`config.mk`:
```
export PLATFORM = sky130hd
export DESIGN_NAME = his_top
export DESIGN_NICKNAME = d
export VERILOG_FILES = /design/src/design/his_pkg.sv /design/src/design/his_top.sv /design/src/design/his_readout.sv /design/src/design/his_builder.sv /design/src/design/photon_binner.sv
export SDC_FILE = /design/constraint.sdc
export NUM_CORES = 2
export LEC_CHECK = 0
export BUFFER_PORTS_ARGS = -buffer_cell sky130_fd_sc_hd__buf_2
export CORE_MARGIN = 8
export CORE_UTILIZATION = 33
export CTS_BUF_LIST = sky130_fd_sc_hd__clkbuf_16
export CTS_CLUSTER_DIAMETER = 100
export DETAILED_ROUTE_END_ITERATION = 12
export PLACE_DENSITY = 0.57
export SLEW_MARGIN = 20
export SYNTH_ARGS = -nofsm -noshare
export SYNTH_HDL_FRONTEND = slang
export SYNTH_HIERARCHICAL = 1
export SYNTH_SLANG_ARGS = --single-unit
```
`constraint.sdc`:
```
create_clock -name clk -period 4.8 [get_ports clk]
set_clock_uncertainty 0.15 [all_clocks]
set_input_delay 0.48 -clock clk [delete_from_list [all_inputs] [get_ports clk]]
set_output_delay 0.48 -clock clk [all_outputs]
set_load 0.1 [all_outputs]
```
`src/design/his_pkg.sv`:
```
package his_pkg;

    // tdc arrival code width
    localparam int TDC_W = 8;

    // largest row the stages are sized for
    localparam int MAX_BINS   = 16;
    localparam int MAX_PIXELS = 8;

    // index widths follow the maximum sizes
    localparam int BIN_W = $clog2(MAX_BINS);
    localparam int PIX_W = $clog2(MAX_PIXELS);

    // bin counter width, saturates at all ones
    localparam int CNT_W = 8;
    localparam logic [CNT_W-1:0] CNT_MAX = '1;

    // binner -> builder, one tagged photon
    typedef struct packed {
        logic             valid;
        // bank being filled when the hit was taken
        logic             bank;
        logic [PIX_W-1:0] pixel;
        logic [BIN_W-1:0] bin;
        // last hit of the frame
        logic             frame_end;
    } hit_t;

    // readout -> builder, one access to the closed bank
    typedef struct packed {
        logic             rd;
        // drop the valid bit of the entry after reading
        logic             clr;
        logic [PIX_W-1:0] pixel;
        logic [BIN_W-1:0] bin;
    } mem_req_t;

    // builder -> readout, one cycle after rd
    typedef struct packed {
        logic             valid;
        // zero for an entry not written this frame
        logic [CNT_W-1:0] count;
    } mem_rsp_t;

    // output stream word
    typedef struct packed {
        logic             valid;
        logic             bank;
        logic [PIX_W-1:0] pixel;
        logic [BIN_W-1:0] bin;
        logic [CNT_W-1:0] count;
    } bin_word_t;

endpackage
```
`src/design/his_top.sv`:
```
`timescale 1ns/10ps

module his_top #(
    parameter int N_BINS         = 16,
    parameter int BIN_SHIFT      = 4,
    parameter int N_PIXELS       = 4,
    parameter int HITS_PER_PIXEL = 3,
    parameter int N_ACQ          = 6
) (
    input  logic                       clk,
    input  logic                       combin_res,
    input  logic [his_pkg::TDC_W-1:0]  tdc_code,
    input  logic                       tdc_valid,
    output his_pkg::bin_word_t         bin_out,
    output logic                       busy,
    output logic                       overrun,
    output logic                       bank
);

    his_pkg::hit_t     hit;
    his_pkg::mem_req_t mem_req;
    his_pkg::mem_rsp_t mem_rsp;
    logic              frame_done;
    logic              done_bank;

    // tdc code to tagged hit record
    photon_binner #(
        .N_BINS         (N_BINS),
        .BIN_SHIFT      (BIN_SHIFT),
        .N_PIXELS       (N_PIXELS),
        .HITS_PER_PIXEL (HITS_PER_PIXEL),
        .N_ACQ          (N_ACQ)
    ) i_binner (
        .clk        (clk),
        .combin_res (combin_res),
        .tdc_code   (tdc_code),
        .tdc_valid  (tdc_valid),
        .hit        (hit)
    );

    // two bank histogram store
    his_builder #(
        .N_BINS   (N_BINS),
        .N_PIXELS (N_PIXELS)
    ) i_builder (
        .clk        (clk),
        .combin_res (combin_res),
        .hit        (hit),
        .mem_req    (mem_req),
        .mem_rsp    (mem_rsp),
        .frame_done (frame_done),
        .done_bank  (done_bank),
        .bank       (bank)
    );

    // closed bank streamed out bin by bin
    his_readout #(
        .N_BINS   (N_BINS),
        .N_PIXELS (N_PIXELS)
    ) i_readout (
        .clk        (clk),
        .combin_res (combin_res),
        .frame_done (frame_done),
        .done_bank  (done_bank),
        .mem_req    (mem_req),
        .mem_rsp    (mem_rsp),
        .bin_out    (bin_out),
        .busy       (busy),
        .overrun    (overrun)
    );

endmodule

```
`src/design/his_readout.sv`:
```
`timescale 1ns/10ps

module his_readout #(
    parameter int N_BINS   = 16,
    parameter int N_PIXELS = 4
) (
    input  logic                 clk,
    input  logic                 combin_res,
    input  logic                 frame_done,
    input  logic                 done_bank,
    output his_pkg::mem_req_t    mem_req,
    input  his_pkg::mem_rsp_t    mem_rsp,
    output his_pkg::bin_word_t   bin_out,
    output logic                 busy,
    output logic                 overrun
);

    // tags of the request now waiting on its response
    typedef struct packed {
        logic                      bank;
        logic [his_pkg::PIX_W-1:0] pixel;
        logic [his_pkg::BIN_W-1:0] bin;
    } tag_t;

    logic bank_q;
    tag_t tag_q;
    logic last_bin;
    logic last_req;

    always_comb begin
        last_bin = (mem_req.bin == his_pkg::BIN_W'(N_BINS - 1));
        last_req = last_bin && (mem_req.pixel == his_pkg::PIX_W'(N_PIXELS - 1));
    end

    // address walker, one read and clear per cycle
    always_ff @(posedge clk or negedge combin_res) begin
        if (!combin_res) begin
            mem_req <= '0;
            busy    <= 1'b0;
            overrun <= 1'b0;
            bank_q  <= 1'b0;
        end else begin
            // a burst still running drops the new one
            if (frame_done && busy) begin
                overrun <= 1'b1;
            end

            if (!busy) begin
                if (frame_done) begin
                    busy          <= 1'b1;
                    bank_q        <= done_bank;
                    mem_req.rd    <= 1'b1;
                    mem_req.clr   <= 1'b1;
                    mem_req.pixel <= '0;
                    mem_req.bin   <= '0;
                end
            end else if (last_req) begin
                busy        <= 1'b0;
                mem_req.rd  <= 1'b0;
                mem_req.clr <= 1'b0;
            end else if (last_bin) begin
                // bin minor, next pixel
                mem_req.bin   <= '0;
                mem_req.pixel <= mem_req.pixel + 1'b1;
            end else begin
                mem_req.bin <= mem_req.bin + 1'b1;
            end
        end
    end

    // pair the response with the tags of its request
    always_ff @(posedge clk or negedge combin_res) begin
        if (!combin_res) begin
            tag_q   <= '0;
            bin_out <= '0;
        end else begin
            tag_q.bank  <= bank_q;
            tag_q.pixel <= mem_req.pixel;
            tag_q.bin   <= mem_req.bin;

            bin_out.valid <= mem_rsp.valid;
            bin_out.bank  <= tag_q.bank;
            bin_out.pixel <= tag_q.pixel;
            bin_out.bin   <= tag_q.bin;
            bin_out.count <= mem_rsp.count;
        end
    end

    // builder answers only what was asked, one cycle late
    a_rsp_after_rd: assert property (@(posedge clk) disable iff (!combin_res)
        mem_rsp.valid |-> $past(mem_req.rd));

endmodule

```
`src/design/his_builder.sv`:
```
`timescale 1ns/10ps

module his_builder #(
    parameter int N_BINS   = 16,
    parameter int N_PIXELS = 4
) (
    input  logic                 clk,
    input  logic                 combin_res,
    input  his_pkg::hit_t        hit,
    input  his_pkg::mem_req_t    mem_req,
    output his_pkg::mem_rsp_t    mem_rsp,
    output logic                 frame_done,
    output logic                 done_bank,
    output logic                 bank
);

    // one bank is pixels times bins, two banks side by side
    localparam int DEPTH = N_PIXELS * N_BINS;
    localparam int AW    = $clog2(2 * DEPTH);

    // write stage of the increment pipe
    typedef struct packed {
        logic                      valid;
        logic [AW-1:0]             addr;
        logic [his_pkg::CNT_W-1:0] count;
    } wr_t;

    logic [his_pkg::CNT_W-1:0] mem [2*DEPTH];
    // set on first write, dropped by readout clear
    logic [2*DEPTH-1:0]        vld;
    wr_t                       wr_q;
    logic                      rd_bank;
    logic [AW-1:0]             hit_addr;
    logic [AW-1:0]             rd_addr;
    logic [his_pkg::CNT_W-1:0] hit_old;
    logic [his_pkg::CNT_W-1:0] hit_base;
    logic [his_pkg::CNT_W-1:0] hit_new;
    logic                      hit_fwd;

    // flat entry index, bank major then pixel then bin
    function automatic logic [AW-1:0] addr_of(
        input logic                      b,
        input logic [his_pkg::PIX_W-1:0] p,
        input logic [his_pkg::BIN_W-1:0] n
    );
        return AW'(int'(b) * DEPTH + int'(p) * N_BINS + int'(n));
    endfunction

    // readout always sees the bank not being filled
    assign rd_bank = ~bank;

    always_comb begin
        hit_addr = addr_of(hit.bank, hit.pixel, hit.bin);
        rd_addr  = addr_of(rd_bank, mem_req.pixel, mem_req.bin);
        // stale entries count as empty
        hit_old  = vld[hit_addr] ? mem[hit_addr] : '0;
        // previous hit to the same entry has not landed yet
        hit_fwd  = wr_q.valid && (wr_q.addr == hit_addr);
        hit_base = hit_fwd ? wr_q.count : hit_old;
        // hold at the top count
        if (hit_base == his_pkg::CNT_MAX) begin
            hit_new = hit_base;
        end else begin
            hit_new = hit_base + 1'b1;
        end
    end

    // counter storage
    always_ff @(posedge clk) begin
        if (wr_q.valid) begin
            mem[wr_q.addr] <= wr_q.count;
        end
    end

    always_ff @(posedge clk or negedge combin_res) begin
        if (!combin_res) begin
            wr_q       <= '0;
            vld        <= '0;
            frame_done <= 1'b0;
            done_bank  <= 1'b0;
            bank       <= 1'b0;
            mem_rsp    <= '0;
        end else begin
            // read cycle, result lands in the write stage
            wr_q.valid <= hit.valid;
            wr_q.addr  <= hit_addr;
            wr_q.count <= hit_new;

            // swap while the frame_end hit sits in the write stage
            frame_done <= hit.valid && hit.frame_end;
            if (hit.valid && hit.frame_end) begin
                done_bank <= bank;
                bank      <= ~bank;
            end

            // readout port, answered one cycle after rd
            mem_rsp.valid <= mem_req.rd;
            if (mem_req.rd && vld[rd_addr]) begin
                mem_rsp.count <= mem[rd_addr];
            end else begin
                mem_rsp.count <= '0;
            end
            if (mem_req.rd && mem_req.clr) begin
                vld[rd_addr] <= 1'b0;
            end

            // a landing write wins over a clear of the same entry
            if (wr_q.valid) begin
                vld[wr_q.addr] <= 1'b1;
            end
        end
    end

    // binner fill bank and readout bank never meet
    a_rd_not_fill: assert property (@(posedge clk) disable iff (!combin_res)
        (mem_req.rd && hit.valid) |-> (hit.bank != rd_bank));

    // frames are longer than one hit
    a_done_pulse: assert property (@(posedge clk) disable iff (!combin_res)
        frame_done |=> !frame_done);

endmodule

```
`src/design/photon_binner.sv`:
```
`timescale 1ns/10ps

module photon_binner #(
    parameter int N_BINS         = 16,
    parameter int BIN_SHIFT      = 4,
    parameter int N_PIXELS       = 4,
    parameter int HITS_PER_PIXEL = 3,
    parameter int N_ACQ          = 6
) (
    input  logic                       clk,
    input  logic                       combin_res,
    input  logic [his_pkg::TDC_W-1:0]  tdc_code,
    input  logic                       tdc_valid,
    output his_pkg::hit_t              hit
);

    // counter widths with at least one bit each
    localparam int HCW = (HITS_PER_PIXEL > 1) ? $clog2(HITS_PER_PIXEL) : 1;
    localparam int ACW = (N_ACQ > 1) ? $clog2(N_ACQ) : 1;

    logic [his_pkg::TDC_W-1:0] code_sh;
    logic [his_pkg::BIN_W-1:0] bin_c;
    logic [HCW-1:0]            hit_cnt;
    logic [his_pkg::PIX_W-1:0] pix_cnt;
    logic [ACW-1:0]            acq_cnt;
    logic                      fill_bank;
    logic                      last_hit;
    logic                      last_pix;
    logic                      last_acq;
    logic                      frame_last;

    // code to bin with a clamp at the top bin
    always_comb begin
        code_sh = tdc_code >> BIN_SHIFT;
        if (code_sh > his_pkg::TDC_W'(N_BINS - 1)) begin
            bin_c = his_pkg::BIN_W'(N_BINS - 1);
        end else begin
            bin_c = code_sh[his_pkg::BIN_W-1:0];
        end
    end

    // wrap points of the three nested counters
    always_comb begin
        last_hit   = (hit_cnt == HCW'(HITS_PER_PIXEL - 1));
        last_pix   = (pix_cnt == his_pkg::PIX_W'(N_PIXELS - 1));
        last_acq   = (acq_cnt == ACW'(N_ACQ - 1));
        frame_last = last_hit && last_pix && last_acq;
    end

    // hits within a pixel, then pixel, then acquisition
    always_ff @(posedge clk or negedge combin_res) begin
        if (!combin_res) begin
            hit_cnt   <= '0;
            pix_cnt   <= '0;
            acq_cnt   <= '0;
            fill_bank <= 1'b0;
        end else if (tdc_valid) begin
            if (!last_hit) begin
                hit_cnt <= hit_cnt + 1'b1;
            end else begin
                hit_cnt <= '0;
                if (!last_pix) begin
                    pix_cnt <= pix_cnt + 1'b1;
                end else begin
                    pix_cnt <= '0;
                    if (!last_acq) begin
                        acq_cnt <= acq_cnt + 1'b1;
                    end else begin
                        // frame closed so the next hit goes to the other bank
                        acq_cnt   <= '0;
                        fill_bank <= ~fill_bank;
                    end
                end
            end
        end
    end

    // one record per strobe with tags taken before the counters move
    always_ff @(posedge clk or negedge combin_res) begin
        if (!combin_res) begin
            hit <= '0;
        end else begin
            hit.valid <= tdc_valid;
            if (tdc_valid) begin
                hit.bank      <= fill_bank;
                hit.pixel     <= pix_cnt;
                hit.bin       <= bin_c;
                hit.frame_end <= frame_last;
            end
        end
    end

    // clamp keeps every bin inside the histogram
    a_bin_range: assert property (@(posedge clk) disable iff (!combin_res)
        hit.valid |-> (int'(hit.bin) < N_BINS));

endmodule

```
==> results by group <==
Global route
  • Vias in the first global route: 38,883
  • Initial antenna violation count: 7
  • Largest net degree at the start of global routing: 113
  • GRT Util Overall: 0.222
  • Grt total ovfl: 0
  • First-pass GRT wire length: 298,000 µm

STA
  • RSZ-0062 raised after global routing: false
  • Hold Vio Cnt, Final: 0
  • Setup ws final: 0.391 ns
  • Fin crit period: 4.41 ns
  • Worst-margin pin slew: 1.26 ns
  • Fin crit share: 0.918
  • Final setup fails: 0
  • Max-slew headroom: 0.157
  • Setup TNS Final: 0 ns
  • Pins Over Slew Limit: 0
  • Hold slack: 0.196 ns
  • Fmax achieved: 227 MHz

Yosys
  • Post-synth EDFFs: 1,024
  • Top FF cell, synth: edfxtp_1
  • Syn Area/Cell: 15.2 µm²
  • Sequential area share after synthesis: 0.643
  • Synthesized flop and latch total: 1,235
  • Post-Syn Instances: 3,694
  • Ys Warns: 6
  • Yosys cell types: 94
  • Async SR Flop Fraction: 0.171
  • Netlist Area Pre-Place: 56,000 µm²
  • Net count after synthesis: 3,710

Floorplanning
  • DIE AREA: 183,000 µm²
  • # rows: 151
  • Core area: 169,000 µm²
  • Die Wd: 428 µm
  • Die height: 428 µm
  • Initial Util: 0.331
  • Ports: 31

Clocking
  • Reg clk slew, reported paths: 0.06 ns
  • CTS root buf: clkbuf_16
  • CTS Buf Count: 137
  • Worst-skew pair later-pin latency: 0.78 ns
  • Clock sinks: 1,235
  • Clk buf depth: 3
  • H-Tree Depth: 4
  • CTS tree: yes

Cells and area
  • Register area: 36,100 µm²
  • Share of layout cells above drive strength 1: 0.222
  • Most common cell after layout, fill and taps aside: edfxtp_1
  • Layout fillers: 15,555
  • Design Area, Final: 64,700 µm²
  • Area growth syn-to-layout: 15.4%
  • Final nets: 3,875
  • Most frequent cells in the layout: edfxtp_1 (1,024), o22ai_1 (393), o21ai_0 (274)
  • Multi-input gate area: 18,300 µm²

Critical path
  • FF-to-FF Start: i_builder/bank$_DFFE_PN0P_
  • Critical path data required time: 5.20 ns
  • Crit path from: i_builder/bank$_DFFE_PN0P_
  • Critical path type: reg2reg
  • FF-to-FF End: i_builder/mem_rsp[6]$_DFF_PN0_
  • Worst Setup Start Kind: flip-flop
  • Worst reg-to-reg path cell count: 9
  • Crit path capture type: flip-flop
  • Crit path arrival time: 4.81 ns
  • R2R setup slack: 0.39 ns
  • Maximum fanout along the worst path: 9

Placed design
  • Detailed placement HPWL: 141,000 µm
  • DP Area: 60,200 µm²
  • Port bufs: 26
  • Pre-CTS setup slack: 0.493 ns
  • Routability Congestion: 1.01

Worst hold path
  • Min-Delay Path Class: in2async

Drt
  • Drt first pass iters: 6
  • DRT iter0 DRCs: 6,499
  • Wire length per cell: 34.4 µm
  • Vias: 39,971
  • DRC Markers: 0
  • DRT Wirelength: 213,000 µm
  • DR vias/cell: 6.46
  • Antenna-violating nets left: 0

Status
  • Status: complete, no violations

Job
  • Total of max-cap violations: 0

Power and ir drop
  • Leak: 21.6 nW
  • Final Power: 28.2 mW
  • Max VDD drop: 0.000379 V
  • Cell area power density: 436 nW/µm²
synth_stat cells, drive strengths merged, types with 13 or more instances:
master,count,area (µm²)
edfxtp,1024,30700
o22ai,393,2460
o21ai,281,1420
mux4,272,6250
dfrtp,211,5280
nor2,180,692
clkbuf,168,648
a22oi,162,1220
buf,144,1180
nand2,122,474
mux2i,98,981
nor4,77,482
a21oi,64,324
nor3,57,300
o221ai,55,482
o22a,49,429
nand3,36,185
nor2b,33,206
mux2,32,364
a221oi,18,170
nand4,17,128
inv,16,60.1
o211ai,16,125
a2111oi,14,123
a211oi,13,97.6
a31oi,13,81.3
a41oi,13,114
stage by stage:
step | instances | util
after floorplan | 3694 | -
after global placement | 5932 | 0.356
after detailed placement | 5932 | 0.356
after CTS | 6184 | 0.382
after global routing | 6184 | 0.382
final | 6185 | 0.382
state kept, by name, summed over array words and instances (netlist names), 2 cells and up:
signal	flops
i_binner/acq_cnt	3
i_binner/hit	10
i_binner/hit_cnt	2
i_binner/pix_cnt	3
i_builder/mem	1024
i_builder/mem_rsp	9
i_builder/vld	128
i_builder/wr_q	16
i_readout/bin_out	17
i_readout/mem_req	8
i_readout/tag_q	8
timing repair:
action,in CTS,in global routing
hold buffers,6,0
buffers inserted,0,0
gates resized for setup,0,0
hold endpoints to repair,109,0
power breakdown:
| group | internal [mW] | total (mW) | switching [mW] | leakage (nW) |
|---|---|---|---|---|
| registers | 12.8 | 13.6 | 0.817 | 12.1 |
| logic | 1.37 | 4.08 | 2.71 | 7.23 |
| clock network | 6.07 | 10.5 | 4.41 | 2.29 |
area by class of cell:
cell class,instances,share of cell area
Multi-Input combinational cell,2130,0.282
Clock buffer,144,0.0557
Tap cell,2218,0.0429
Clock inverter,102,0.0128
Antenna cell,1,0.0000387
Inverter,17,0.000987
Sequential cell,1235,0.558
Timing Repair Buffer,338,0.0470
kinds of logic (layout without fill, tap and decap cells):
group | count (synthesis) | in the layout | synth area share
flip-flops | 1235 | 1235 | 0.643
buffers and inverters | 329 | 601 | 0.0338
XOR/XNOR | 14 | 14 | 0.00219
AO/OA/AOI/OAI | 1142 | 1142 | 0.134
multiplexers | 402 | 402 | 0.135
AND/OR/NAND/NOR | 567 | 567 | 0.0506
other | 0 | 1 | 0
adder cells (fa/ha/maj) | 5 | 5 | 0.00112
metal layers:
| layer | wire [µm] | GRT usage |
|---|---|---|
| met4 | 12500 | 0.112 |
| met2 | 93400 | 0.335 |
| met5 | 28 | 0 |
| met1 | 79700 | 0.288 |
| met3 | 27000 | 0.0711 |
worst max-delay path by stage:
stage / to / slack, ns / cells past startpoint
CTS: i_builder/wr_q[1]$_DFF_PN0_ / 0.46 / 12
global route: i_builder/wr_q[6]$_DFF_PN0_ / 0.32 / 14
detailed placement: i_builder/wr_q[1]$_DFF_PN0_ / 0.49 / 12
floorplan: i_builder/wr_q[1]$_DFF_PN0_ / 1.38 / 16
global placement: i_builder/wr_q[1]$_DFF_PN0_ / 0.51 / 12
finish: i_builder/mem_rsp[6]$_DFF_PN0_ / 0.39 / 9
worst max-delay path, stage by stage, from the launching register on:
cell     delay (ns)
dfrtp_1        0.48
xnor2_1        0.65
nor2_1         0.49
nand3_1        0.30
buf_4          0.21
a41oi_1        0.11
nor4_1         0.46
nand3_1        0.14
o21ai_1        0.87
a21oi_1        0.30
(Power assumes the default switching activity.)
